$ cat config.mk
export PLATFORM = sky130hd
export DESIGN_NAME = alu_registers
export DESIGN_NICKNAME = d
export VERILOG_FILES = /design/src/rtl/dp_pkg.sv /design/src/rtl/alu_registers.sv
export SDC_FILE = /design/constraint.sdc
export NUM_CORES = 1
export LEC_CHECK = 0
export ABC_AREA = 1
export BUFFER_PORTS_ARGS = -buffer_cell sky130_fd_sc_hd__buf_2
export CORE_AREA = 8 8 72 74
export DETAILED_ROUTE_END_ITERATION = 6
export DIE_AREA = 0 0 80 82
export GPL_TIMING_DRIVEN = 1
export PLACE_DENSITY_LB_ADDON = 0.1
export SETUP_SLACK_MARGIN = 0.15
export SLEW_MARGIN = 0
export SYNTH_ARGS = -nofsm -noshare
export SYNTH_HDL_FRONTEND = slang
export SYNTH_SLANG_ARGS = --single-unit
$ cat constraint.sdc
create_clock -name clock -period 2.1 [get_ports clock]
set_input_delay 0.525 -clock clock [delete_from_list [all_inputs] [get_ports clock]]
set_output_delay 0.525 -clock clock [all_outputs]
set_load 0.005 [all_outputs]
$ cat src/rtl/dp_pkg.sv
// Datapath shared definitions
package dp_pkg;

    // ------------------------------------------------------------------------
    // Widths and address map

    localparam int WORD_WIDTH       = 16;
    localparam int MEM_ADDR_WIDTH   = 8;
    localparam int WRITE_ADDR_WIDTH = 9;
    localparam int COUNT_WIDTH      = 16;
    localparam int MEM_DEPTH        = 256;

    // Ports sit at the same low address in both the A and B ranges
    localparam int IO_PORT_COUNT    = 2;
    localparam int IO_PORT_BASE     = 240;

    localparam int S_ADDR           = 255;
    localparam int NULL_ADDR        = 0;

    // ------------------------------------------------------------------------
    // Types

    typedef logic [WORD_WIDTH-1:0]       word_t;
    typedef logic [MEM_ADDR_WIDTH-1:0]   mem_addr_t;
    // Bit 8 selects memory B
    typedef logic [WRITE_ADDR_WIDTH-1:0] write_addr_t;
    typedef logic [IO_PORT_COUNT-1:0]    io_mask_t;
    typedef logic [COUNT_WIDTH-1:0]      count_t;

    typedef enum logic [2:0] {
        ADD    = 3'd0,
        SUB    = 3'd1,
        AND    = 3'd2,
        OR     = 3'd3,
        XOR    = 3'd4,
        ADD_S  = 3'd5,
        PASS_A = 3'd6
    } alu_op_t;

    typedef struct packed {
        logic        valid;
        alu_op_t     op;
        mem_addr_t   read_a;
        mem_addr_t   read_b;
        write_addr_t write_d;
    } instr_t;

    typedef struct packed {
        logic        valid;
        write_addr_t write_addr;
        word_t       data;
        logic        carry;
        logic        overflow;
    } result_t;

    // ------------------------------------------------------------------------
    // Port decode, one-hot on the port named by a per-memory address

    function automatic io_mask_t port_onehot(mem_addr_t addr);
        io_mask_t mask;
        for (int p = 0; p < IO_PORT_COUNT; p++) begin
            mask[p] = (addr == mem_addr_t'(IO_PORT_BASE + p));
        end
        return mask;
    endfunction

    function automatic logic addr_is_io(mem_addr_t addr);
        return |port_onehot(addr);
    endfunction

endpackage

$ cat src/rtl/alu_registers.sv
// S register and annul counter
`timescale 1ns/100ps

module alu_registers
    import dp_pkg::*;
(
    input  logic    clock,
    input  logic    rst,
    input  result_t wb,
    input  logic    annulled,
    output word_t   s,
    output count_t  annul_count
);

    logic s_we;

    // S is memory-mapped at the top of the A range
    assign s_we = wb.valid && (wb.write_addr == write_addr_t'(S_ADDR));

    always_ff @(posedge clock) begin
        if (rst) begin
            s           <= '0;
            annul_count <= '0;
        end else begin
            if (s_we) begin
                s <= wb.data;
            end
            // Saturates rather than wrapping
            if (annulled && (annul_count != '1)) begin
                annul_count <= annul_count + 1'b1;
            end
        end
    end

endmodule

==> After elaboration in Yosys (flattened, before gate mapping) <==
Cells that the tools add are included.
{ "op_classes": {"addsub": 1, "eq_ne": 2, "reduce_logical": 2} }
{ "op_table": {"columns": ["operator", "n"], "rows": [
  ["16-bit by 1-bit adder with 16-bit output, second input constant", 1],
  ["16-bit != test, second input constant", 1],
  ["9-bit by 8-bit == test with 1-bit output, second input constant", 1],
  ["1-bit logical AND", 2]
]} }
{ "word_totals": {"regBits": 32, "in_bits": 31, "out_inout_bits": 32, "word_cells": 7} }

==> Longest topological paths before layout <==
{ "depth": {"word_depth": 2, "depth_mapped": 9} }

==> Least setup slack after synthesis <==
OpenSTA, ideal clock, no wires.
{ "synth_path": {"path_type": "reg2reg", "startpoint": "register annul_count[0]", "endpoint": "register annul_count[13]", "setup_ps": 115, "arrival_time_ps": 1290, "required_ps": 1985, "setup_slack_ps": 695, "stages_incl_launch_ff": 8, "n_path_buf": 1, "period_less_slack_ps": 1405, "cell_sequence": "dfxtp_1 ha_1 nand3_4 nor2_4 nand3_4 buf_6 a21oi_1 nor2_1"} }
{ "synth_via": {"elab_chain_cells": 2} }
{ "synth_rtl": {"columns": ["item", "line", "text"], "rows": [
  ["start: declaration", "alu_registers.sv:12", "output count_t annul_count"],
  ["start signal: assignment", "alu_registers.sv:30", "annul_count <= annul_count + 1'b1;"],
  ["parallel branches: the longest is 2 deep, another holds 16-bit by 1-bit adder with 16-bit output", null, null]
]} }
Several ways; the timed one is not identified.
A chain may end at the register's enable or synchronous reset.

==> Worst setup path in the final report <==
{ "layout_path": {"startpoint": "register annul_count[0]", "endpoint": "register annul_count[1]"} }
The elaborated chain is that of the path after synthesis.

==> results by group <==
Worst setup path
  • Worst Path Max Fanout: 5
  • Reg-to-reg endpoint: annul_count[1]$_SDFFE_PP0P_
  • CP startpoint kind: register
  • Reg2reg start: annul_count[0]$_SDFFE_PP0P_
  • R2R depth: 8
  • Critical path class: register to register
  • Critical path arrival: 1.70 ns
  • CP required: ~2.3 ns
  • Critical Path Sink Type: register
  • Reg2reg setup slack: approximately 0.58 ns

Final layout
  • Multi-input gate area: approximately 730 sq um
  • Share of cells above drive strength 1: approximately a quarter
  • Most frequent cells in the layout: buf_2 (60), nand2_1 (43), nor2_1 (39), inv_1 (36), dfxtp_1 (32)
  • Layout fillers: 451
  • Most common cell after layout, fill and taps aside: buf_2
  • Nets: around 330
  • Layout Cells excl Fill: around 350
  • Area Overhead vs Synth: 29.85%
  • Flip-flop and latch area: approximately 640 sq um
  • Antenna diodes: 0

CTS
  • Clock Tree Buf Depth: 2
  • TritonCTS Buffers: 5
  • Cts hold-fix bufs: 0
  • Clk sinks: 32
  • Root Buffer: clkbuf_8
  • CTS resizes: 0
  • Clk slew on worst S/H paths: 0.07 ns
  • H-tree depth: 2
  • CTS tree: done
  • Total setup buffers inserted after CTS: 0
  • Worst-Skew Late Latency: ~0.29 ns

Synth
  • Primary FF master, synth: dfxtp_1
  • Post-synth EDFFs: 0
  • Number of synthesized register bits: 32
  • Mapped Avg Cell Area: 6.704 sq um
  • Post-synth net total: about 260
  • Async set-or-reset flop fraction in the synthesized netlist: 0%
  • Post-Syn Area: 1555 sq um
  • Multiplexer share of the synthesized area: 0%
  • Adder-cell share of the synthesized area: 0.8045%
  • Largest family of logic cells by synthesized area: simple AND/OR/NAND/NOR gates
  • Xor/xnor share of the synthesized area: 0%
  • Complex-gate fraction of the synthesized area: between 10% and 20%
  • Yosys warning count: 0
  • Yosys cell types: 20
  • Post-synthesis sequential area ratio: ~41%
  • Simple-gate area share of the yosys netlist: a little under a third
  • Mapped Cells: 232

STA
  • Final count of pins violating max slew: 0
  • Final worst slack: 0.5844 ns
  • Final min period: approximately 1.5 ns
  • Final TNS setup: 0 ns
  • Tightest Pin Transition: 0.3038 ns
  • Worst Clk Skew: between 0.006 and 0.007 ns
  • RSZ-0062 raised after global routing: no
  • Highest Clock Rate: 0.6598 GHz
  • Tcrit/Tclk final: roughly 72%
  • Hold Vio Cnt, Final: 0
  • Final setup violating endpoints: 0
  • Worst rel slew slack: 79.75%

Die
  • Initial core utilization: 37.53%
  • Die W: 80 um
  • FP Rows: 24
  • Die Footprint: 6560 sq um
  • Die Ht: between 80 and 90 um
  • Core Box Area: between 4000 and 5000 sq um
  • # IOs: between 60 and 70

Detailed routing
  • First-iteration detailed-routing DRC count: between 60 and 70
  • Routed vias/inst: about 4.5
  • Final ANT Viol Nets: 0
  • Total Wirelength: roughly 3.8 mm
  • Pre-Repair DR Iteration Count: 4
  • Vias post-DR: ~1600
  • Routed len/inst: about 11 um
  • DRC: 0

Min path
  • HP Class: register to register
  • Hold path endpoint: s[9]$_SDFFE_PP0P_
  • Hold path startpoint: s[9]$_SDFFE_PP0P_
  • Hold Path Depth: 2

Pwr
  • Static Leakage: 0.9786 nW
  • VDD IR max: 0.3770 mV
  • Power, Total: roughly 1.3 mW
  • Power Density: 664.5 nW/um^2

Placed design
  • GP Congestion: 0.7872
  • Port bufs: 60
  • Pre-CTS setup slack: approximately 0.59 ns
  • Placed insts: around 340
  • DP HPWL: ~2.8 mm

Global route
  • Largest net degree at the start of global routing: 33
  • Total congestion overflow: 0
  • First-pass GRT wire length: approximately 6.4 mm
  • Initial antenna violation count: 0
  • Vias in the first global route: between 1000 and 1500
  • Total GRT Usage: about an eighth

Status
  • Status: finished, final reports clean

Flow run
  • Max_cap viols: 0
-- cells in the mapped netlist (all sizes together), types with 2 or more instances --
library cell	number	share of area (%)
nand3	16	6.8
inv	38	9.2
o21ai	19	6.1
a21oi	25	8.0
nor2	42	11
nand4	2	0.80
nand3b	2	0.97
nor3	3	0.97
nand2	44	11
clkbuf	4	0.97
dfxtp	32	41
buf	3	1.8
-- registers in the layout, indices dropped and copies added, names as in the netlist --
name         flops
annul_count     16
s               16
-- cells by family after synthesis --
logic type	after synthesis
buffers and inverters	45
adder cells (fa/ha/maj)	1
AND/OR/NAND/NOR	110
flip-flops	32
AO/OA/AOI/OAI	44
-- where the power goes --
group / internal [mW] / total [mW] / switching [mW]
registers: 0.611 / 0.615 / 0.00477
logic: 0.0330 / 0.0655 / 0.0325
clock network: 0.419 / 0.661 / 0.242
total: 1.06 / 1.34 / 0.279
-- through the flow --
| stage | hold slack, ns | util (%) | instance area (sq um) |
|---|---|---|---|
| 4_1_cts | 0.4438 | 48.73 | 2019 |
| 2_1_floorplan | 0.4396 | - | 1555 |
| 3_3_place_gp | 0.4286 | 45.68 | 1893 |
| 3_5_place_dp | 0.4328 | 45.68 | 1893 |
| 5_1_grt | 0.4702 | 48.73 | 2019 |
| 6_report | 0.4402 | 48.73 | 2019 |
-- critical path: stages, from the launching register on --
cell	delay, ns
dfxtp_1	0.40
ha_1	0.24
nand3_4	0.14
nor2_4	0.16
nand2_1	0.14
nand2_1	0.14
inv_1	0.06
nor2_1	0.08
nor2_1	0.05
-- worst max-delay path by stage --
stage / slack (ns) / to / depth (start not counted) / startpoint
6_report: 0.58 / annul_count[1]$_SDFFE_PP0P_ / 8 / annul_count[0]$_SDFFE_PP0P_
5_1_grt: 0.44 / annul_count[0]$_SDFFE_PP0P_ / 8 / annul_count[0]$_SDFFE_PP0P_
4_1_cts: 0.59 / annul_count[1]$_SDFFE_PP0P_ / 8 / annul_count[0]$_SDFFE_PP0P_
3_5_place_dp: 0.59 / annul_count[1]$_SDFFE_PP0P_ / 8 / annul_count[0]$_SDFFE_PP0P_
3_3_place_gp: 0.59 / annul_count[1]$_SDFFE_PP0P_ / 8 / annul_count[0]$_SDFFE_PP0P_
2_1_floorplan: 0.70 / annul_count[13]$_SDFFE_PP0P_ / 7 / annul_count[0]$_SDFFE_PP0P_
-- cell type report --
class | count | share of cell area (%)
repair buffers | 62 | 15.61
inverters | 38 | 7.063
clock buffers | 7 | 4.771
well taps | 52 | 3.222
clock inverters | 1 | 1.487
multi-input cells | 155 | 36.12
flip-flops and latches | 32 | 31.72
-- layer usage --
metal | GRT usage (%) | vias to the layer above | wire, um | share of wire (%)
li1 | - | 847 | - | -
met1 | 13.11 | 655 | 1662 | 44
met2 | 19.40 | 46 | 1643 | 43
met3 | 7.549 | 6 | 421 | 11
met4 | 6.000 | 0 | 71 | 1.9
met5 | 0 | - | 0 | 0
Power figures use the tool's default switching activity.
