**config.mk**
```make
export PLATFORM = sky130hd
export DESIGN_NAME = pipe_delay
export DESIGN_NICKNAME = d
export VERILOG_FILES = /design/src/rtl/pipe_delay.sv
export SDC_FILE = /design/constraint.sdc
export NUM_CORES = 1
export LEC_CHECK = 0
export BUFFER_PORTS_ARGS = -buffer_cell sky130_fd_sc_hd__buf_2
export CAP_MARGIN = 40
export CORE_AREA = 4 4 41 43
export DETAILED_ROUTE_END_ITERATION = 7
export DIE_AREA = 0 0 45 47
export PLACE_DENSITY = 0.62
export SYNTH_ARGS = -nofsm -noshare
export SYNTH_HDL_FRONTEND = slang
export SYNTH_SLANG_ARGS = --single-unit
```
**constraint.sdc**
```tcl
create_clock -name clock -period 0.8 [get_ports clock]
set_input_delay 0.08 -clock clock [delete_from_list [all_inputs] [get_ports clock]]
set_output_delay 0.08 -clock clock [all_outputs]
set_load 0.02 [all_outputs]
```
**src/rtl/pipe_delay.sv**
```systemverilog
// Control delay line
`timescale 1ns/100ps

module pipe_delay #(
    parameter int DEPTH = 2,
    parameter int WIDTH = 8
) (
    input  logic             clock,
    input  logic             rst,
    input  logic [WIDTH-1:0] in_data,
    output logic [WIDTH-1:0] out_data
);

    logic [WIDTH-1:0] shift [DEPTH];

    always_ff @(posedge clock) begin
        if (rst) begin
            for (int i = 0; i < DEPTH; i++) begin
                shift[i] <= '0;
            end
        end else begin
            shift[0] <= in_data;
            for (int i = 1; i < DEPTH; i++) begin
                shift[i] <= shift[i-1];
            end
        end
    end

    assign out_data = shift[DEPTH-1];

endmodule

```
### Word-level counts from Yosys, hierarchy flattened

Memory sizes are Yosys's and may differ from the RTL's.
Index checks and enable logic that the tools add are counted.
W data, S select, Z words.

| word-level totals | value |
|---|---|
| memories kept | 1 |
| input port bits | 10 |
| memory bits (writable) | 16 |
| output and inout port bits | 8 |
| logic and storage cells | 8 |
| register bits | 0 |

| operators by class | value |
|---|---|
| bitwise logic cells | 2 |
| multiplexer cells | 5 |

Memory list:

| memory | depth | width | read ports | clocked after memory_dff | write ports | RTL line | source |
|---|---|---|---|---|---|---|---|
| shift | 2 | 8 | 2 | 0 | 2 | 14 | `logic [WIDTH-1:0] shift [DEPTH];` |

Operators by type and width:

| operator | number |
|---|---|
| $mux W8 | 2 |
| $mux W1 | 3 |
| $or A1 B1 Y1 | 2 |

### Longest topological paths before layout

Gate-level depths: netlist (run 1).

| logic depth | value |
|---|---|
| word-level depth | 3 |
| mapped depth | 2 |
| mapped depth without buffers | 1 |

### Least setup slack after synthesis (run 1)

OpenSTA, ideal clock, no wires.

| timing path | value |
|---|---|
| kind | register -> register |
| start point | memory shift[0][5] |
| end point | memory shift[1][5] (netlist: shift[0][13]) |
| clock period less this slack | 552 ps |
| setup time | 116 ps |
| required time | 684 ps |
| setup slack | 248 ps |
| buffers on the path | 0 |
| arrival | 437 ps |
| cell stages (with the launch flop) | 2 |
| cell sequence | dfxtp_1 > and2b_2 |

RTL lines:

| what | RTL line |
|---|---|
| start, declared | 14 |

==> results of run 1 <==
cell type report:
type | count | area [um2] | share of cell area
multi-input combinational | 16 | 133 | 0.201
tap | 15 | 18.8 | 0.0284
clock buffer | 4 | 36.3 | 0.0549
sequential | 16 | 330 | 0.500
timing repair buffer | 18 | 143 | 0.216
metal layers:
metal,vias to the layer above,wire [um],GRT usage
met5,-,0,0
met4,0,25,0.0877
met3,4,73,0.0268
met2,13,254,0.0904
met1,109,244,0.0862
li1,140,-,-
stage by stage:
stage	power, uW	hold slack, ns	setup slack (ns)	utilization
after floorplan	947	0.209	0.248	-
after global placement	965	0.290	0.131	0.434
after detailed placement	967	0.296	0.128	0.434
after CTS	1500	0.00127	-0.0168	0.508
after global routing	1550	0.00793	-0.0303	0.508
final	1480	0.0109	-0.00687	0.508
cell usage in the layout (no fill, tap or decap):
cell type / instances
and2b_2: 6
buf_2: 9
buf_4: 1
buf_6: 8
clkbuf_4: 3
clkbuf_8: 1
dfxtp_1: 8
dfxtp_2: 8
nor2b_1: 3
nor2b_2: 7
cell families (layout without fill, tap and decap cells):
logic type	count (synthesis)	in the layout	synth area share
buffers and inverters	9	22	0.136
flip-flops	16	16	0.611
AND/OR/NAND/NOR	16	16	0.253
report_power, final:
part	internal, uW	switching (uW)	leakage (uW)
Combinational	75.7	49.0	0.000148
Clock	277	233	0.0000210
Sequential	836	10.1	0.000136
path summary, 6_finish.rpt:
kind | slack, ns | depth (start not counted) | end
worst max-delay path | -0.007 | 1 | out_data[5]
worst min-delay path | 0.01 | 2 | shift[0][5]$_SDFF_PP0_
worst max register to register | 0.23 | 1 | shift[0][15]$_SDFF_PP0_
worst min register to register | 0.44 | 1 | shift[0][12]$_SDFF_PP0_
==> results_dict.tcl, run 1 <==
set metrics [dict create \
    crit_path_max_fanout 1 \
    wl_per_cell_um 8.67 \
    clkSlewWorstSetupHoldPaths_ns 0.08 \
    violations "setup timing" \
    grt_pass1_vias 233 \
    synth_commonest_cells "16 x dfxtp_1, 8 x buf_4, 7 x nor2b_2" \
    grt_max_degree 14 \
    largest_registers "shift x16" \
    die_area_um2 2120 \
    core_area_um2 1300 \
    rows 13 \
    start_kind "flip-flop" \
    ioPinCount 18 \
    max-vdd-ir-drop_mv 1.04 \
    min-delay-start "in_data[5]" \
    synth.largest_area_cell "dfxtp_1" \
    post_cts_resized 24 \
    synthesis.area_um2 524 \
    antenna_found_initial 0 \
    synth-edff-count 0 \
    min_path_type "input port to flip-flop" \
    regMostFlops "shift" \
    final.min_clock_period_ns 0.807 \
    power_leakage_uw 0.000304 \
    finalWirelength_um 598 \
    netlist.area_leader.share 0.611 \
    startpoint "shift[0][13]$_SDFF_PP0_" \
    grt_setup_unrepaired "yes" \
    first_iter_violations 0 \
    ys_async_sr_fraction 0 \
    cpPeakStageDelay_ns 0.33 \
    synth_warnings 0 \
    yosys_register_bits 16 \
    synthesis.nets 51 \
    cp.arrival_ns 0.73 \
    clkLatencyLatePin_ns 0.28 \
    largest_reg_flops 16 \
    synth_cell_types 6 \
    cts-buffers-inserted 3 \
    setup_tns_ns -0.00698 \
    power_density_nw_per_um2 2240 \
    antenna_cells 0 \
    path_class "flip-flop to primary output" \
    synthFlopType "dfxtp_1" \
    relSlewSlack 0.842 \
    slowest_stage "dfxtp_2" \
    cp_top_family "flip-flops" \
    postCtsSetupBuffers 0 \
    dpl-instance-area_um2 564 \
    outcome "complete, but fails checks" \
    r2r-start "shift[0][7]$_SDFF_PP0_" \
    fin_area_um2 661 \
    fp.dieW_um 45 \
    place_congestion 0.598 \
    io_buffers 17 \
    finalHoldViolCount 0 \
    via_per_inst 3.86 \
    ant_nets 0 \
    area_growth_pct 26.0 \
    fin_worst_skew_ns 0.000236 \
    cp.required_ns 0.72 \
    worst_slack_ns -0.00687 \
    grt_pass1_wl_mm 1.02 \
    fin_cells 69 \
    synth.area.top_cells "dfxtp_1 61%, nor2b_2 12%, buf_4 11%, and2b_2 10%, nor2b_1 3.6%" \
    dr_total_vias 266 \
    avgSynthCellArea_um2 12.8 \
    drc_errors 0 \
    root_buffer "clkbuf_4" \
    drive_gt1_frac 0.796 \
    worstMarginPinSlew_ns 0.237 \
    synth_most_common_cell "dfxtp_1" \
    cts.sinks 16 \
    initial_core_util 0.403 \
    fin_nets 65 \
    overflow 0 \
    tritoncts "done" \
    fmax_mhz 1240 \
    fillers 123 \
    end_kind "primary output" \
    cp_cell_sequence "buf_6" \
    finalSetupViolCount 2 \
    max-cap-violations 0 \
    ys_seq_area_frac 0.611 \
    fin_crit_sh 1.01 \
    cp.buffers_inverters 1 \
    final_max_slew_viol_count 0 \
    cts_buffer_depth 2 \
    drtPass1Iterations 1 \
    htree_num_levels 1 \
    die_y_um 47 \
    place_inst 65 \
    gr-usage-all-layers 0.0725 \
    syn_inst 41 \
    cts_hold_buf 0 \
]
(Power assumes the default switching activity.)
==> inputs of run 2 (changes only) <==
CORE_AREA = 2 2 39 41   (was 4 4 41 43)
DIE_AREA = 0 0 41 43   (was 0 0 45 47)
==> run 2 against run 1 <==
Against the previous run:
- the flow now finishes without violations
- cell count is 2.9% higher
- wire length is 3.7% lower
- worst hold slack worse by 0.0022 ns
- sequential share of layout area is 0.65 points lower
- via count is 4.5% higher
- setup slack better by 0.0083 ns
==> results_dict.tcl, run 2 (same netlist as run 1, synthesis figures left out) <==
set metrics [dict create \
    fillers 122 \
    final_max_slew_viol_count 0 \
    antenna_cells 0 \
    core_area_um2 1380 \
    htree_num_levels 1 \
    cp.arrival_ns 0.72 \
    tritoncts "done" \
    fin_cells 71 \
    final.min_clock_period_ns 0.799 \
    crit_path_max_fanout 1 \
    cpPeakStageDelay_ns 0.33 \
    io_buffers 17 \
    cts.sinks 16 \
    finalSetupViolCount 0 \
    first_iter_violations 0 \
    grt_pass1_wl_mm 1.07 \
    final_cell_mix "9 x buf_2, 8 x buf_6, 8 x dfxtp_1, 8 x dfxtp_2, 7 x nor2b_2" \
    fin_nets 66 \
    initial_core_util 0.379 \
    fin_worst_skew_ns 0.00321 \
    area_growth_pct 27.7 \
    wl_per_cell_um 8.11 \
    ioPinCount 18 \
    end_kind "primary output" \
    cts_hold_buf 0 \
    utilization 0.484 \
    finalWirelength_um 576 \
    place_inst 67 \
    post_cts_resized 24 \
    root_buffer "clkbuf_4" \
    drive_gt1_frac 0.800 \
    gr-usage-all-layers 0.0941 \
    dr_total_vias 278 \
    start_kind "flip-flop" \
    cts_buffer_depth 2 \
    worstMarginPinSlew_ns 0.161 \
    clkLatencyLatePin_ns 0.27 \
    cp_top_family "flip-flops" \
    min_path_type "input port to flip-flop" \
    reg2reg_setup_slack_ns 0.23 \
    postCtsSetupBuffers 0 \
    max-cap-violations 0 \
    antenna_found_initial 0 \
    die_y_um 43 \
    hpwl_um 405 \
    outcome "complete, no violations" \
    finalHoldViolCount 0 \
    multi_input_area_um2 133 \
    clkSlewWorstSetupHoldPaths_ns 0.09 \
    layout_commonest_cell "buf_2" \
    cp.buffers_inverters 1 \
    die_area_um2 1760 \
    via_per_inst 3.92 \
    rows 14 \
    drtPass1Iterations 1 \
    grt_setup_unrepaired "yes" \
    relSlewSlack 0.893 \
    power_density_nw_per_um2 2220 \
    largest_reg_flops 16 \
    max-vdd-ir-drop_mv 1.13 \
    grt_max_degree 11 \
    regMostFlops "shift" \
    place_congestion 0.656 \
    overflow 0 \
    cts-buffers-inserted 3 \
    fin_crit_sh 0.998 \
    fmax_mhz 1250 \
    grt_pass1_vias 274 \
    cp.required_ns 0.72 \
    largest_registers "shift x16" \
    ant_nets 0 \
    setup_tns_ns 0 \
    drc_errors 0 \
    path_class "flip-flop to primary output" \
    slowest_stage "dfxtp_2" \
    seqCellArea_um2 330 \
    fp.dieW_um 41 \
    cp_cell_sequence "buf_6" \
    power_leakage_uw 0.000309 \
    p_total_uw 1480 \
]
-- run 2: cell types whose count changed in the layout (fill, tap and decap cells not counted) --
cell | previous run | this run
buf_4 | 1 | 2
-- run 2: area by class of cell --
type,count,share of cell area
Clock buffer,4,0.0542
Sequential cell,16,0.493
Tap cell,16,0.0299
Timing Repair Buffer,19,0.224
Multi-Input combinational cell,16,0.198
-- run 2: worst paths after layout --
check | startpoint | to | cells past startpoint
min reg2reg | shift[0][3]$_SDFF_PP0_ | shift[0][11]$_SDFF_PP0_ | 1
max reg2reg | shift[0][7]$_SDFF_PP0_ | shift[0][15]$_SDFF_PP0_ | 1
min | in_data[4] | shift[0][4]$_SDFF_PP0_ | 2
max | shift[0][8]$_SDFF_PP0_ | out_data[0] | 1
-- run 2: metal layers --
metal / vias to the layer above / track usage / part of all wire
met2: 10 / 0.134 / 0.52
li1: 145 / - / -
met5: - / 0 / 0
met1: 123 / 0.106 / 0.41
met3: 0 / 0.0471 / 0.069
met4: 0 / 0.0600 / 0
-- run 2: where the power goes --
part           total (uW)  switching (uW)  leakage [uW]  internal, uW
combinational         129            49.9      0.000153          78.9
sequential            846            9.88      0.000136           836
clock                 510             234     0.0000210           276
total                1480             294      0.000309          1190
-- run 2: through the flow --
step | hold slack (ns) | area [um2] | worst slack [ns]
after floorplan | 0.209 | 524 | 0.248
after global placement | 0.291 | 573 | 0.201
after detailed placement | 0.292 | 573 | 0.191
after CTS | 0.00101 | 669 | -0.00961
after global routing | 0.00705 | 669 | -0.0350
final | 0.00864 | 669 | 0.00146
