--- config.mk ---
export PLATFORM = sky130hd
export DESIGN_NAME = alu
export DESIGN_NICKNAME = d
export VERILOG_FILES = /design/src/rtl/dp_pkg.sv /design/src/rtl/alu.sv
export SDC_FILE = /design/constraint.sdc
export NUM_CORES = 1
export LEC_CHECK = 0
export ABC_AREA = 0
export CAP_MARGIN = 20
export CORE_MARGIN = 1.5
export CORE_UTILIZATION = 70
export DETAILED_ROUTE_END_ITERATION = 7
export DONT_BUFFER_PORTS = 1
export PLACE_DENSITY_LB_ADDON = 0.3
export SETUP_SLACK_MARGIN = 0.02
export SYNTH_ARGS = -nofsm -noshare
export SYNTH_HDL_FRONTEND = slang
export SYNTH_SLANG_ARGS = --single-unit
--- constraint.sdc ---
create_clock -name clock -period 6.8 [get_ports clock]
set_input_delay 0.34 -clock clock [delete_from_list [all_inputs] [get_ports clock]]
set_output_delay 0.34 -clock clock [all_outputs]
set_load 0.005 [all_outputs]
--- src/rtl/dp_pkg.sv ---
// Datapath shared definitions
package dp_pkg;

    // ------------------------------------------------------------------------
    // Widths and address map

    localparam int WORD_WIDTH       = 16;
    localparam int MEM_ADDR_WIDTH   = 8;
    localparam int WRITE_ADDR_WIDTH = 9;
    localparam int COUNT_WIDTH      = 16;
    localparam int MEM_DEPTH        = 256;

    // Ports sit at the same low address in both the A and B ranges
    localparam int IO_PORT_COUNT    = 2;
    localparam int IO_PORT_BASE     = 240;

    localparam int S_ADDR           = 255;
    localparam int NULL_ADDR        = 0;

    // ------------------------------------------------------------------------
    // Types

    typedef logic [WORD_WIDTH-1:0]       word_t;
    typedef logic [MEM_ADDR_WIDTH-1:0]   mem_addr_t;
    // Bit 8 selects memory B
    typedef logic [WRITE_ADDR_WIDTH-1:0] write_addr_t;
    typedef logic [IO_PORT_COUNT-1:0]    io_mask_t;
    typedef logic [COUNT_WIDTH-1:0]      count_t;

    typedef enum logic [2:0] {
        ADD    = 3'd0,
        SUB    = 3'd1,
        AND    = 3'd2,
        OR     = 3'd3,
        XOR    = 3'd4,
        ADD_S  = 3'd5,
        PASS_A = 3'd6
    } alu_op_t;

    typedef struct packed {
        logic        valid;
        alu_op_t     op;
        mem_addr_t   read_a;
        mem_addr_t   read_b;
        write_addr_t write_d;
    } instr_t;

    typedef struct packed {
        logic        valid;
        write_addr_t write_addr;
        word_t       data;
        logic        carry;
        logic        overflow;
    } result_t;

    // ------------------------------------------------------------------------
    // Port decode, one-hot on the port named by a per-memory address

    function automatic io_mask_t port_onehot(mem_addr_t addr);
        io_mask_t mask;
        for (int p = 0; p < IO_PORT_COUNT; p++) begin
            mask[p] = (addr == mem_addr_t'(IO_PORT_BASE + p));
        end
        return mask;
    endfunction

    function automatic logic addr_is_io(mem_addr_t addr);
        return |port_onehot(addr);
    endfunction

endpackage

--- src/rtl/alu.sv ---
// Two-stage ALU
`timescale 1ns/100ps

module alu
    import dp_pkg::*;
(
    input  logic    clock,
    input  logic    rst,
    input  alu_op_t op,
    input  word_t   a,
    input  word_t   b,
    input  word_t   s,
    output result_t out
);

    localparam int MSB = WORD_WIDTH - 1;

    alu_op_t             op_q;
    word_t               a_q;
    word_t               b_q;
    word_t               s_q;
    logic [WORD_WIDTH:0] wide;
    logic                ovf;
    word_t               data_q;
    logic                carry_q;
    logic                ovf_q;

    // ------------------------------------------------------------------------
    // Stage 1 latches operands and operation

    always_ff @(posedge clock) begin
        if (rst) begin
            op_q <= PASS_A;
        end else begin
            op_q <= op;
        end
        a_q <= a;
        b_q <= b;
        s_q <= s;
    end

    // ------------------------------------------------------------------------
    // Stage 2 computes. On SUB the carry bit is the borrow out of the top bit

    always_comb begin
        wide = '0;
        ovf  = 1'b0;
        case (op_q)
            ADD: begin
                wide = {1'b0, a_q} + {1'b0, b_q};
                ovf  = (a_q[MSB] == b_q[MSB]) && (wide[MSB] != a_q[MSB]);
            end
            SUB: begin
                wide = {1'b0, a_q} - {1'b0, b_q};
                ovf  = (a_q[MSB] != b_q[MSB]) && (wide[MSB] != a_q[MSB]);
            end
            ADD_S: begin
                wide = {1'b0, a_q} + {1'b0, s_q};
                ovf  = (a_q[MSB] == s_q[MSB]) && (wide[MSB] != a_q[MSB]);
            end
            AND:     wide = {1'b0, a_q & b_q};
            OR:      wide = {1'b0, a_q | b_q};
            XOR:     wide = {1'b0, a_q ^ b_q};
            default: wide = {1'b0, a_q};
        endcase
    end

    always_ff @(posedge clock) begin
        if (rst) begin
            carry_q <= 1'b0;
            ovf_q   <= 1'b0;
        end else begin
            carry_q <= wide[WORD_WIDTH];
            ovf_q   <= ovf;
        end
        data_q <= wide[MSB:0];
    end

    // Valid and write address are attached at the top from the address pipe
    assign out = '{valid: 1'b0, write_addr: '0, data: data_q, carry: carry_q, overflow: ovf_q};

endmodule

## Yosys cells after proc, flatten, opt, wreduce, memory -nomap -nowiden

Cells that the tools add are included.

| operators by class | value |
|---|---|
| shift operators | 0 |
| bitwise logic cells | 3 |
| $lt $le $gt $ge | 0 |
| div/mod/pow operators | 0 |
| reduce and logical (&&, ||, !) cells | 4 |
| mux-type cells | 2 |
| multiply operators | 0 |
| add/subtract/negate cells | 3 |
| equal/unequal tests | 11 |

Operator list:

| cell | count |
|---|---|
| 17-bit case mux with 6 select lines | 1 |
| 16-bit by 16-bit adder with 17-bit output | 2 |
| 16-bit by 16-bit subtractor with 17-bit output | 1 |
| 16-bit bitwise AND | 1 |
| 16-bit OR | 1 |
| 16-bit bitwise XOR | 1 |
| 3-bit by 2-bit == test with 1-bit output (second input constant) | 2 |
| 3-bit == test (second input constant) | 2 |
| 1-bit != test | 4 |
| 3-bit by 1-bit == test with 1-bit output (second input constant) | 1 |
| 1-bit logical AND | 3 |
| 3-bit logical NOT | 1 |
| 1-bit case mux with 3 select lines | 1 |
| 1-bit == test | 2 |

| storage, ports and cells | value |
|---|---|
| memories kept | 0 |
| input port bits | 53 |
| ROM bits | 0 |
| output and inout port bits | 28 |
| logic and storage cells | 30 |
| RAM bits | 0 |
| bits in latches | 0 |
| bits in registers | 69 |

## Logic depth before layout (Yosys ltp)

| logic depth | value |
|---|---|
| depth after elaboration | 4 |
| mapped depth | 12 |

## Least setup slack after synthesis

No wires, ideal clock.

| timing path | value |
|---|---|
| kind | reg-to-reg |
| start | register a_q[1] |
| end | register data_q[11] |
| required time | 6685 ps |
| setup time | 115 ps |
| slack | 4271 ps |
| arrival time | 2415 ps |
| stages on the path, launching flop included | 11 |
| clock period less this slack | 2529 ps |
| cells stage by stage | dfxtp_1 -> inv_1 -> ha_1 -> a211oi_1 -> o21bai_1 -> o22ai_2 -> o221a_4 -> mux2_2 -> a221oi_1 -> o32ai_1 -> o21a_1 |

| on the way | value |
|---|---|
| cells in the longest elaborated chain, start to end | 2 |
| elaborated cells on any way between the ends | 4 |
| those cells by class | add/sub (3); mux (1) |

RTL lines:

| element | line | RTL |
|---|---|---|
| from (decl) | alu.sv:19 | `word_t a_q;` |
| from (signal assigned) | alu.sv:37 | `a_q <= a;` |
| 16-bit by 16-bit adder with 17-bit output, or another cell as far along | alu.sv:58 | `wide = {1'b0, a_q} + {1'b0, s_q};` |
| 17-bit case mux with 6 select lines (*) | alu.sv:48 | `case (op_q)` |
| via wide[11] | alu.sv:22 | `logic [WORD_WIDTH:0] wide;` |
| to (signal assigned) | alu.sv:76 | `data_q <= wide[MSB:0];` |
| to (decl) | alu.sv:24 | `word_t data_q;` |

The timed path passes the listed nets; every way through them passes the cells marked *.
A chain may end at the register's enable or synchronous reset.

## Final worst setup path

| timing path | value |
|---|---|
| start | register a_q[1] |
| end | register ovf_q |

| on the way | value |
|---|---|
| cells in the longest elaborated chain, start to end | 4 |
| elaborated cells on any way between the ends | 10 |
| those cells by class | add/sub (3); eq/ne (3); mux (1); reduce/logical (3) |

RTL lines:

| element | line | RTL |
|---|---|---|
| 16-bit by 16-bit adder with 17-bit output, or another cell as far along | alu.sv:58 |  |
| 1-bit != test, on equally long branches | alu.sv:59, alu.sv:51, alu.sv:55 |  |
| 1-bit logical AND, on equally long branches | alu.sv:59, alu.sv:51, alu.sv:55 |  |
| 1-bit case mux with 3 select lines (*) | alu.sv:48 |  |
| to (signal assigned) | alu.sv:74 | `ovf_q <= ovf;` |
| to (decl) | alu.sv:26 | `logic ovf_q;` |

Mark *: on every way between the ends. The rest lies on a longest branch, timed or not.

==> reports/summary.md <==
The flow ran to the end, and the final reports show no timing, DRC or antenna violations. The run gives 12200 um as the wire length reported by the detailed router. The number of cells upsized or downsized after cts is 0.

In the synthesized netlist, the number of instances is 588. The logs give 0 for the total count of max-transition violations in the final report and 526 for the number of filler cells placed in the layout. Post-CTS timing repair inserted 0 buffers for setup. In the routed design, unresolved DRC markers number 0. The cell type with the highest aggregate area in the netlist was sky130_fd_sc_hd__dfxtp_1. Ranked by total cell area, the synthesized netlist is headed by sky130_fd_sc_hd__dfxtp_1 28%, sky130_fd_sc_hd__ha_1 17%, sky130_fd_sc_hd__a21oi_1 4.5%. The startpoint identified for the worst register-to-register timing path is a_q[1]. The tools report the via count of the first global-routing pass as 4008.

The beginning of the critical path is a_q[1]. The setup check on the worst reg-to-reg path leaves a slack of 3.83 ns. The worst hold path begins at b[13]. The maximum fanout count along the critical path was 6. The count of buffers added on input and output ports is 0.

The met3 layer wire length in the routed design came out at 943 um. For this design the static power due to leakage is 0.00226 uW. Highest layer used for signal routing: met4. The portion of the clock cycle consumed by the worst path in the final layout was 43.6%. Clock-pin slew was measured on the worst setup and hold paths at 0.08 ns.

The pin count of the biggest net entering global routing was 52. STA classifies the critical path endpoint as a register. The most used flip-flop cell after synthesis is sky130_fd_sc_hd__dfxtp_1. The first global-routing pass estimated 19300 um of wire. In this run the tightest slew margin relative to its limit is 38.9%. STA classifies the critical path startpoint as a register. The aggregate negative setup slack came out at 0 ns. In this run the deepest clock path goes through 2 buffers. Counting distinct cell types in the post-synthesis netlist gives 70. Global routing finished with a remaining overflow of 0. For this block, the initial DRC count from the detailed router was 341. For this design the ratio of total power to cell area is 202 nW/um2. Buffers inserted during clock tree synthesis total 9.

The clock sink total was 69. Hold repair after CTS inserted 0 buffers. The count of H-tree levels built during CTS is 3.

By startpoint and endpoint, the worst setup path is classified as reg2reg. Of the post-synthesis cell area, the dominant cell type holds 27.8%. The number of synthesized flops with an enable pin was 0; the final weighted congestion in routability-driven placement was 0.928.

The hold violation total from the final report is 0, and the standard cell area after detailed placement is 4920 um2. VDD sags by at most 0.177 mV. The total via count in the routed design is 4301. The logs give 30 for the placement row count and 27.8% for the register area share after synthesis.

The tool flagged a number of max-cap violations equal to 0. The share of synthesized flip-flops with an asynchronous set or reset was 0%; the overall die area was 7610 um2. The min-delay analysis places its worst path in the category in2reg.

The detailed router put a total of 5210 um of wire on met1. Dividing the detail-routed wire length by the instance count gives 18.3 um. The area of all placed cells without fillers was 5080 um2; the insertion delay of the later-clocked pin in the worst-skew pair was 0.34 ns. Die outline height: 87.2 um. The number of antenna violations at the first check in global routing is 0, and the shortest period the worst path allows is 2.97 ns.

sky130_fd_sc_hd__dfxtp_1 is the most common cell in the netlist. In the detailed route, the total length drawn on met2 is 5640 um. The highest clock frequency the design can meet came out at 337 MHz.

Dividing the detail-routed via count by the number of cells gives 6.43. The logs give 4970 um2 for the area of the mapped netlist and 669 for the number of standard cells in the final layout excluding fillers. The flip-flop and latch count after synthesis is 69. The setup-violating endpoint count in the final report was 0.

Yosys printed 0 warnings. The setup skew after layout was 0.00859 ns; the total placed cells including tap cells was 654. The antenna cell count is 0, and the number of ports placed on the die boundary is 81. At the worst endpoint, the required time is 7.05 ns. A synthesized cell averages 8.45 um2. The overall routing resource usage is 32.9%, and the starting density of the core is 72.7%. The horizontal die dimension is 87.2 um, and the half-perimeter wire length after detailed placement is 9000 um. The layout-stage area growth over the synthesis result came out at 2.34%.

The total area inside the core boundary comes to 6830 um2. For this run, the detailed router's first-pass iteration total came to 5. Data arrives at the worst endpoint at 3.22 ns. The number of nets in the layout was 692; the slew at the pin with the worst max-slew slack was 0.912 ns.

Setup repair after global routing left no endpoint under its margin. The clock tree root driver cell is sky130_fd_sc_hd__clkbuf_8. The commonest cells after synthesis are 69 x sky130_fd_sc_hd__dfxtp_1, 67 x sky130_fd_sc_hd__ha_1, 55 x sky130_fd_sc_hd__inv_1. The share of cells above drive strength 1 works out to 6.98%.

In this run the remaining antenna-violating nets after routing total 0. TritonCTS built the clock tree.
==> per-layer routing <==
layer | vias to the layer above | track usage [%]
met2 | 219 | 53.4
met5 | - | 0
met3 | 42 | 7.39
li1 | 2039 | -
met4 | 0 | 16.3
met1 | 2001 | 41.1
==> path summary, 6_finish.rpt <==
path / endpoint / cells after the start
hold / removal: b_q[13] / 0
hold reg to reg: data_q[9] / 2
setup / recovery: ovf_q / 9
setup reg to reg: ovf_q / 9
==> stage by stage <==
stage,utilization [%],hold slack (ns),setup slack (ns),power [uW]
floorplan,-,0.368,4.27,688
global placement,72.0,0.368,3.93,734
detailed placement,72.0,0.368,3.90,741
CTS,74.4,0.00791,3.85,1030
global route,74.4,0.00479,3.68,1080
finish,74.4,0.0149,3.83,1030
==> worst max-delay path, stage by stage, from the launching register on <==
cell and delay (ns):
sky130_fd_sc_hd__dfxtp_1 0.46, sky130_fd_sc_hd__ha_1 0.29, sky130_fd_sc_hd__a211oi_1 0.25, sky130_fd_sc_hd__o21ai_1 0.20, sky130_fd_sc_hd__o2111ai_1 0.37, sky130_fd_sc_hd__nand2_1 0.17, sky130_fd_sc_hd__o32a_2 0.46, sky130_fd_sc_hd__xnor2_1 0.13
sky130_fd_sc_hd__or3_1 0.30, sky130_fd_sc_hd__a311oi_1 0.25
==> flip-flops by register name, indices dropped and copies added (netlist names) <==
signal	count
s_q	16
data_q	16
a_q	16
b_q	16
carry_q	1
op_q	3
ovf_q	1
==> placed cells by master, fill, tap and decap left out, types with 13 or more instances in the layout <==
| master | instances |
|---|---|
| sky130_fd_sc_hd__a21oi_1 | 45 |
| sky130_fd_sc_hd__o221ai_1 | 14 |
| sky130_fd_sc_hd__inv_1 | 55 |
| sky130_fd_sc_hd__o21ai_0 | 27 |
| sky130_fd_sc_hd__xnor2_1 | 16 |
| sky130_fd_sc_hd__xor2_1 | 13 |
| sky130_fd_sc_hd__dfxtp_1 | 69 |
| sky130_fd_sc_hd__ha_1 | 67 |
| sky130_fd_sc_hd__nand2_1 | 29 |
| sky130_fd_sc_hd__a22oi_1 | 14 |
| sky130_fd_sc_hd__nor2_1 | 46 |
==> cell type report <==
type / instances / area [um2] / share of cell area (%)
flip-flops and latches: 69 / 1380 / 27.2
repair buffers: 4 / 30.0 / 0.591
clock inverters: 6 / 41.3 / 0.812
inverters: 55 / 206 / 4.06
well taps: 96 / 120 / 2.36
clock buffers: 9 / 124 / 2.44
multi-input cells: 430 / 3180 / 62.6
==> kinds of logic (layout without fill, tap and decap cells) <==
group / Yosys count / count (layout) / share of synthesized area, %
simple gates: 119 / 119 / 11.2
buf+inv: 98 / 74 / 8.94
mux: 2 / 2 / 0.428
other cells: 1 / 10 / 0.0755
flops: 69 / 69 / 27.8
fa+ha+maj: 70 / 70 / 18.1
compound gates: 200 / 200 / 28.4
xor+xnor: 29 / 29 / 5.11
==> power breakdown <==
group | internal, uW | leakage, uW | switching, uW
Combinational | 116 | 0.00160 | 171
Clock | 129 | 0.0000771 | 160
Sequential | 434 | 0.000581 | 20.1
(Power assumes the default switching activity.)
