[config.mk]
export PLATFORM = sky130hd
export DESIGN_NAME = io_predication
export DESIGN_NICKNAME = d
export VERILOG_FILES = /design/src/rtl/dp_pkg.sv /design/src/rtl/io_predication.sv
export SDC_FILE = /design/constraint.sdc
export NUM_CORES = 1
export LEC_CHECK = 0
export BUFFER_PORTS_ARGS = -buffer_cell sky130_fd_sc_hd__buf_2
export CORE_ASPECT_RATIO = 0.8
export CORE_MARGIN = 2
export CORE_UTILIZATION = 35
export CTS_CLUSTER_DIAMETER = 50
export DETAILED_ROUTE_END_ITERATION = 8
export PLACE_DENSITY = 0.73
export SETUP_SLACK_MARGIN = 0.4
export SYNTH_ARGS = -nofsm -noshare
export SYNTH_HDL_FRONTEND = slang
export SYNTH_SLANG_ARGS = --single-unit
[constraint.sdc]
create_clock -name clock -period 1.85 [get_ports clock]
set_input_delay 0.185 -clock clock [delete_from_list [all_inputs] [get_ports clock]]
set_output_delay 0.185 -clock clock [all_outputs]
set_load 0.01 [all_outputs]
[src/rtl/dp_pkg.sv]
// Datapath shared definitions
package dp_pkg;

    // ------------------------------------------------------------------------
    // Widths and address map

    localparam int WORD_WIDTH       = 16;
    localparam int MEM_ADDR_WIDTH   = 8;
    localparam int WRITE_ADDR_WIDTH = 9;
    localparam int COUNT_WIDTH      = 16;
    localparam int MEM_DEPTH        = 256;

    // Ports sit at the same low address in both the A and B ranges
    localparam int IO_PORT_COUNT    = 2;
    localparam int IO_PORT_BASE     = 240;

    localparam int S_ADDR           = 255;
    localparam int NULL_ADDR        = 0;

    // ------------------------------------------------------------------------
    // Types

    typedef logic [WORD_WIDTH-1:0]       word_t;
    typedef logic [MEM_ADDR_WIDTH-1:0]   mem_addr_t;
    // Bit 8 selects memory B
    typedef logic [WRITE_ADDR_WIDTH-1:0] write_addr_t;
    typedef logic [IO_PORT_COUNT-1:0]    io_mask_t;
    typedef logic [COUNT_WIDTH-1:0]      count_t;

    typedef enum logic [2:0] {
        ADD    = 3'd0,
        SUB    = 3'd1,
        AND    = 3'd2,
        OR     = 3'd3,
        XOR    = 3'd4,
        ADD_S  = 3'd5,
        PASS_A = 3'd6
    } alu_op_t;

    typedef struct packed {
        logic        valid;
        alu_op_t     op;
        mem_addr_t   read_a;
        mem_addr_t   read_b;
        write_addr_t write_d;
    } instr_t;

    typedef struct packed {
        logic        valid;
        write_addr_t write_addr;
        word_t       data;
        logic        carry;
        logic        overflow;
    } result_t;

    // ------------------------------------------------------------------------
    // Port decode, one-hot on the port named by a per-memory address

    function automatic io_mask_t port_onehot(mem_addr_t addr);
        io_mask_t mask;
        for (int p = 0; p < IO_PORT_COUNT; p++) begin
            mask[p] = (addr == mem_addr_t'(IO_PORT_BASE + p));
        end
        return mask;
    endfunction

    function automatic logic addr_is_io(mem_addr_t addr);
        return |port_onehot(addr);
    endfunction

endpackage

[src/rtl/io_predication.sv]
// I/O predication and annulment
`timescale 1ns/100ps

module io_predication
    import dp_pkg::*;
(
    input  logic     clock,
    input  logic     rst,
    input  instr_t   instr,
    input  logic     cancel,
    input  io_mask_t read_ready_a,
    input  io_mask_t read_ready_b,
    input  io_mask_t write_ready_a,
    input  io_mask_t write_ready_b,
    output io_mask_t io_rden_a,
    output io_mask_t io_rden_b,
    output instr_t   stage,
    output logic     read_is_io_a,
    output logic     read_is_io_b,
    output io_mask_t read_port_a,
    output io_mask_t read_port_b,
    output logic     annulled
);

    io_mask_t port_a;
    io_mask_t port_b;
    io_mask_t port_d;
    io_mask_t write_ready_d;
    logic     ready;
    logic     make_noop;

    // ------------------------------------------------------------------------
    // Decode and readiness

    assign port_a = port_onehot(instr.read_a);
    assign port_b = port_onehot(instr.read_b);
    assign port_d = port_onehot(instr.write_d[MEM_ADDR_WIDTH-1:0]);

    // The top address bit picks which side's write flags apply
    assign write_ready_d = instr.write_d[MEM_ADDR_WIDTH] ? write_ready_b : write_ready_a;

    // Each named port must have its flag set; a non-I/O address has no mask bits
    always_comb begin
        ready = 1'b1;
        if ((port_a & ~read_ready_a) != '0) ready = 1'b0;
        if ((port_b & ~read_ready_b) != '0) ready = 1'b0;
        if ((port_d & ~write_ready_d) != '0) ready = 1'b0;
    end

    // An idle slot is treated as a no-op as well, so it reads and writes nothing
    assign make_noop = !instr.valid || !ready || cancel;

    // ------------------------------------------------------------------------
    // Registered stage, all addresses forced to null on a no-op

    always_ff @(posedge clock) begin
        if (rst) begin
            stage        <= '0;
            read_is_io_a <= 1'b0;
            read_is_io_b <= 1'b0;
            read_port_a  <= '0;
            read_port_b  <= '0;
            annulled     <= 1'b0;
        end else begin
            stage.valid   <= !make_noop;
            stage.op      <= instr.op;
            stage.read_a  <= make_noop ? mem_addr_t'(NULL_ADDR) : instr.read_a;
            stage.read_b  <= make_noop ? mem_addr_t'(NULL_ADDR) : instr.read_b;
            stage.write_d <= make_noop ? write_addr_t'(NULL_ADDR) : instr.write_d;
            read_is_io_a  <= !make_noop && addr_is_io(instr.read_a);
            read_is_io_b  <= !make_noop && addr_is_io(instr.read_b);
            read_port_a   <= make_noop ? '0 : port_a;
            read_port_b   <= make_noop ? '0 : port_b;
            // Cancelled instructions are not counted as annulled
            annulled      <= instr.valid && !ready && !cancel;
        end
    end

    // The read strobe is the selected port itself, held for the one stage cycle
    assign io_rden_a = read_port_a;
    assign io_rden_b = read_port_b;

endmodule

---- Word level (Yosys, flattened, before mapping) ----
Cells that the tools add are included.
word-level totals
  register bits after elaboration ......... 36
  output and inout bits ................... 40
  word-level logic and storage cells ...... 42
cells by class
  equality and inequality tests ........... 6
  mux-type cells .......................... 4
  bitwise operators ....................... 6
  reductions and logical operators ........ 16
operators with widths
  kind                                         number
  equality test 8 bit (second input constant)  6
  AND 2 bit                                    3
  NOT 2 bit                                    3
  nonzero test 2 bit                           3
  OR reduction 2 bit                           3
  logical AND 1 bit                            4
  logical NOT 1 bit                            4
  2-to-1 mux 1 bit                             3
  logical OR 1 bit                             2
  2-to-1 mux 2 bit                             1

---- Logic depth before layout (Yosys ltp) ----
Gate-level depths: netlist of run 1.
  depth after elaboration ................. 11
  mapped depth ............................ 4
  gate-level depth less buffers ........... 3

---- Least setup slack after synthesis of run 1 ----
Ideal clock, no wire load.
  path type ............................... input to register
  start point ............................. input instr[8] in the netlist's numbering
  end point ............................... register stage[16] in the netlist's numbering
  library setup time ...................... 140 ps
  arrival ................................. 1308 ps
  data required time ...................... 1710 ps
  setup slack ............................. 402 ps
  stages on the path ...................... 4
  buffers on the path ..................... 1
  cells stage by stage .................... mux4_2 -> nor4_4 -> buf_6 -> nor4b_1
on the way
  longest elaborated chain between the ends .. 9
RTL lines
  element                              RTL line              text
  start, declared                      io_predication.sv:9   input instr_t instr,
  2-to-1 mux 2 bit                     io_predication.sv:40  assign write_ready_d = instr.write_d[MEM_ADDR_WIDTH] ? write_ready_b : write_ready_a;
  NOT 2 bit                            io_predication.sv:47  if ((port_d & ~write_ready_d) != '0) ready = 1'b0;
  AND 2 bit                            io_predication.sv:47
  nonzero test 2 bit                   io_predication.sv:47
  2-to-1 mux 1 bit                     io_predication.sv:47
  logical NOT 1 bit                    io_predication.sv:51  assign make_noop = !instr.valid || !ready || cancel;
  logical OR 1 bit (2 in a row)        io_predication.sv:51
  OR reduction 2 bit (no source line)  --
  end, declared                        io_predication.sv:17  output instr_t stage,
Every way passes these cells.
A chain may end at the register's enable or synchronous reset.

---- Worst setup path in the final report of run 1 ----
  start point ............................. input instr[8] in the netlist's numbering
  end point ............................... register stage[10] in the netlist's numbering
Same word-level chain as after synthesis.

==> flow_summary.toml, run 1 <==
[floorplan]
die_y_um = 58.36
core.rowCount = 19
io_pins = 80
die_x_um = 71.94
start_util_pct = 36.99
dieArea_um2 = 4198
core_um2 = 3495

[power_and_ir_drop]
p_leak_nw = 0.8324
power_density_nw_per_um2 = 824.2
ir_worst_vdd_uv = 521.4

[cts]
clock_path_buffers = 2
clk_pin_slew_ns = 0.06
cts_sinks = 36
htree_levels = 2
hold_buffers = 0
numCtsBuffers = 5
cts_root_buf = "clkbuf_8"
cts_tree = "yes"
cts_resized = 0
cts_setup_buffers = 0

[placed_design]
routabilityCongestion = 0.7232
dp_cells = 222
place_ws_ns = 0.2191
portBuffers = 79
dp_hpwl_um = 2297

[global_routing]
grt_pass1_vias = 1080
use_met2_pct = 24.21
grtUsageMet3_pct = 6.678
grt_usage_pct = 15.50
busiest_layer = "met2"
grt_overflow = 0
met1_usage_pct = 19.24
grt_pass1_wl_um = 4974
grt_max_degree = 20
antenna_found_initial = 0

[worst_hold_path]
min_from = "rst"
hold_path.class = "in2reg"

[cells_and_area]
fin_cells = 230
layout.nets = 227
area_delta_synth_final_pct = 39.69
drive_above_1_share_pct = 53.72
diodes = 0
final_core_util_pct = 51.66
n_fill_cell = 331

[synthesis]
ys.flop_type = "dfxtp_1"
async_flop_share_pct = 0
synth_top_cell_by_area = "dfxtp_1"
netlist_area_um2 = 1292
synth_commonest_cells = "36 x dfxtp_1, 22 x nor4b_1, 5 x nor4_1"
synth_top_cell_area_share_pct = 55.76
synth_cell_types = 25
synth_seq_cells = 36
yosysSeqAreaShare_pct = 55.76
syn_nets = 145
synth_warnings = 0
synth_edf_count = 0
synth_area_leaders = "dfxtp_1 56%, nor4b_1 15%, buf_6 2.6%, nor4_1 2.4%, buf_4 2.3%"
avgSynthCellArea_um2 = 12.31
synth.most_common_cell = "dfxtp_1"
synth_cells = 105

[sta]
finalWorstSetupSlack_ns = 0.5080
rsz0062_at_grt = "no"
max-slew-margin-rel_pct = 66.60
period_share_pct = 72.54
fmax_ghz = 0.7452
finalSetupTns_ns = 0
period_needed_ns = 1.342
worst_slew_pin_slew_ns = 0.4988
fin_hold_ws_ns = 0.1167
slew_viol_final = 0
hold_violations = 0
setup_viol = 0

[critical_path]
path_delay_family = "multiplexers"
end_kind = "register"
critPathBufInv = 2
arrival_ns = 1.50
critPathMaxFanout = 18
startpoint_type = "primary input"
cp_slowest_cell = "mux4_2"
cp_cell_sequence = "buf_2, mux4_2, nor4_4, buf_4, nor3_1"
criticalPathCategory = "in2reg"
worstSetupStartpoint = "instr[8]"
cp.required_ns = 2.01
cpPeakStageDelay_ns = 0.52

[drt]
route.detailed.drc = 0
wl_per_cell_um = 13.29
wirelength_um = 3056
dr_total_vias = 1146
drt-initial-drc-count = 39
antenna_left = 0
routed_via_density = 4.983
drtPass1Iterations = 4

[run]
drv_cap = 0

[outcome]
status = "complete, no violations"
-- flip-flops by register name (all words and copies together) (netlist names) --
| register | flops |
|---|---|
| io_rden_a | 2 |
| stage | 29 |
| read_is_io_a | 1 |
| annulled | 1 |
| io_rden_b | 2 |
| read_is_io_b | 1 |
-- path summary, 6_finish.rpt --
check                  endpoint  slack (ns)  cells past startpoint
worst max-delay path  stage[10]        0.51                      5
worst min-delay path  stage[27]        0.12                      2
-- cells by family (layout without fill, tap and decap cells) --
family / after synthesis / count (layout) / synth area share [%]
muxes: 3 / 3 / 3.485
buffers and inverters: 11 / 94 / 6.486
DFF: 36 / 36 / 55.76
AOI/OAI and AO/OA: 2 / 2 / 2.323
and+or+nand+nor: 53 / 53 / 31.94
-- stage by stage --
step / total power [mW] / cell area, um2
floorplan: 0.8757 / 1292
global placement: 0.9506 / 1715
detailed placement: 0.9519 / 1715
CTS: 1.511 / 1805
global route: 1.560 / 1805
finish: 1.488 / 1805
-- metal layers --
metal / vias up / wire [um]
met5: - / 0
met4: 0 / 36
met3: 4 / 302
met2: 53 / 1330
met1: 534 / 1386
li1: 555 / -
-- report_power, final --
part / internal, mW / total [mW] / switching (mW)
sequential: 0.794 / 0.798 / 0.00441
clock: 0.303 / 0.554 / 0.250
combinational: 0.0724 / 0.136 / 0.0635
-- area by class of cell --
class	count	area, um2	area share, %
sequential	36	720.7	39.92
multi-input combinational	58	494.2	27.37
timing repair buffer	86	447.9	24.81
clock buffer	8	90.09	4.990
tap	42	52.55	2.911
-- cells in the final DEF (no fill, tap or decap), drive strengths merged --
cell,count
nor4,6
mux4,1
clkbuf,8
o31ai,1
or3,1
nand3b,2
nand4b,1
nor3,4
nand2,3
buf,86
nand2b,2
nor4b,22
nor3b,4
nand4bb,1
or2,2
nand4,1
mux2,2
o31a,1
dfxtp,36
nand3,1
nor2b,3
Power figures use the tool's default switching activity.
==> run 2: changes to the inputs <==
clock period = 1.3 ns   (was 1.85 ns; I/O delays follow)
==> flow_summary.toml, run 2 (synthesized netlist as in run 1, its figures left out) <==
[critical_path]
worst-path-stages = 6
criticalPathCategory = "in2reg"
startpoint_type = "primary input"
cpPeakStageDelay_ns = 0.52
path_common_cell = "buf_6"
cp_cell_sequence = "buf_6, mux4_2, nor4_4, buf_6, buf_12, nor4b_1"
endpoint = "stage[17]"
cp.required_ns = 1.47
path_delay_family = "multiplexers"
critPathMaxFanout = 14
critPathBufInv = 3
worstSetupStartpoint = "instr[8]"
end_kind = "register"
arrival_ns = 1.25
cp_slowest_cell = "mux4_2"

[sta]
period_share_pct = 82.74
slew_viol_final = 0
period_needed_ns = 1.076
setup_viol = 0
fmax_ghz = 0.9297
max-slew-margin-rel_pct = 80.24
finalSetupTns_ns = 0
worst_slew_pin_slew_ns = 0.2952
rsz0062_at_grt = "yes"
hold_violations = 0
fin_hold_ws_ns = 0.05918

[cts]
cts_sinks = 36
clock_path_buffers = 2
cts_tree = "yes"
hold_buffers = 0
clk_pin_slew_ns = 0.06
numCtsBuffers = 5
cts_root_buf = "clkbuf_8"
htree_levels = 2

[drt]
wirelength_um = 3322
route.detailed.drc = 0
dr_total_vias = 1158
drt-initial-drc-count = 20
antenna_left = 0
wl_per_cell_um = 14.32
routed_via_density = 4.991
drtPass1Iterations = 4

[cells_and_area]
area_delta_synth_final_pct = 51.89
diodes = 0
stdcell_area_um2 = 1963
final_cell_mix = "77 x buf_2, 36 x dfxtp_1, 16 x nor4b_1"
drive_above_1_share_pct = 62.63
layout.nets = 232
n_fill_cell = 310
largest_register = "stage"
layout_commonest_cell = "buf_2"
final_core_util_pct = 56.18
largest_reg_flops = 29

[floorplan]
die_x_um = 71.94
dieArea_um2 = 4198
start_util_pct = 36.99
core_um2 = 3495
io_pins = 80
die_y_um = 58.36
core.rowCount = 19

[global_routing]
grt_max_degree = 17
grt_overflow = 0
grtUsageMet3_pct = 6.507
antenna_found_initial = 0
use_met2_pct = 25.79
grt_pass1_wl_um = 5106
grt_usage_pct = 16.19
met1_usage_pct = 19.13
busiest_layer = "met2"
grt_pass1_vias = 1172

[power_and_ir_drop]
switching_power_mw = 0.4432
power_density_nw_per_um2 = 1039
p_leak_nw = 0.8863
combPwrFrac_pct = 10.8
p_sw_share_pct = 21.73
ir_worst_vdd_uv = 653.9
p_seq_share_pct = 55.7
clockPowerShare_pct = 33.5
p_int_mw = 1.597

[placed_design]
placed_cell_area_um2 = 1777
routabilityCongestion = 0.7447
portBuffers = 79
dp_hpwl_um = 2358

[outcome]
status = "complete, no violations"

[run]
drv_cap = 0

[worst_hold_path]
hold_path.class = "in2reg"
-- run 2: changes by cell type in the layout (fill, tap and decap cells not counted), moves of 3 or more --
cell,delta
nor4b_1,-6
nor3b_1,-3
nor3b_2,+3
nor4b_2,+6
buf_6,+7
-- run 2: worst min-delay path by stage --
stage,end,cells after the start,startpoint,slack (ns)
floorplan,stage[25],1,rst,0.20
global placement,stage[25],2,rst,0.34
detailed placement,stage[25],2,rst,0.35
CTS,stage[25],2,rst,0.06
global route,stage[25],2,instr[25],0.07
finish,stage[26],2,rst,0.06
-- run 2: metrics by stage --
step	worst slack, ns	power (mW)	cells
detailed placement	-0.2213	1.371	223
finish	0.2244	2.040	232
floorplan	-0.08777	1.260	105
global route	0.1746	2.120	232
global placement	-0.1868	1.365	223
CTS	0.1002	2.056	231
-- run 2: repair_timing --
action | 4_1_cts | 5_1_grt
pin swaps | 0 | 1
setup endpoints to repair | 33 | 35
gates resized for setup | 9 | 11
setup buffers | 1 | 0
gates cloned | 2 | 1
-- run 2: layout make-up --
type                    instances  area [um2]  area share (%)
clock buffers                   5       68.82           3.505
multi-input cells              58       591.8           30.15
flip-flops and latches         36       720.7           36.71
well taps                      42       52.55           2.677
repair buffers                 91       529.3           26.96
-- run 2: power by group through the flow --
stage / logic [mW] / clock network [mW] / registers [mW]
after floorplan: 0.0835 / 0 / 1.18
after global placement: 0.205 / 0 / 1.16
after detailed placement: 0.211 / 0 / 1.16
after CTS: 0.216 / 0.704 / 1.14
after global routing: 0.238 / 0.744 / 1.14
final: 0.220 / 0.684 / 1.14
-- run 2: metal layers --
metal  up-vias  share of wire [%]
met5         -                  0
met1       540                 41
met3        10                9.6
li1        558                  -
met2        50                 48
met4         0                2.2
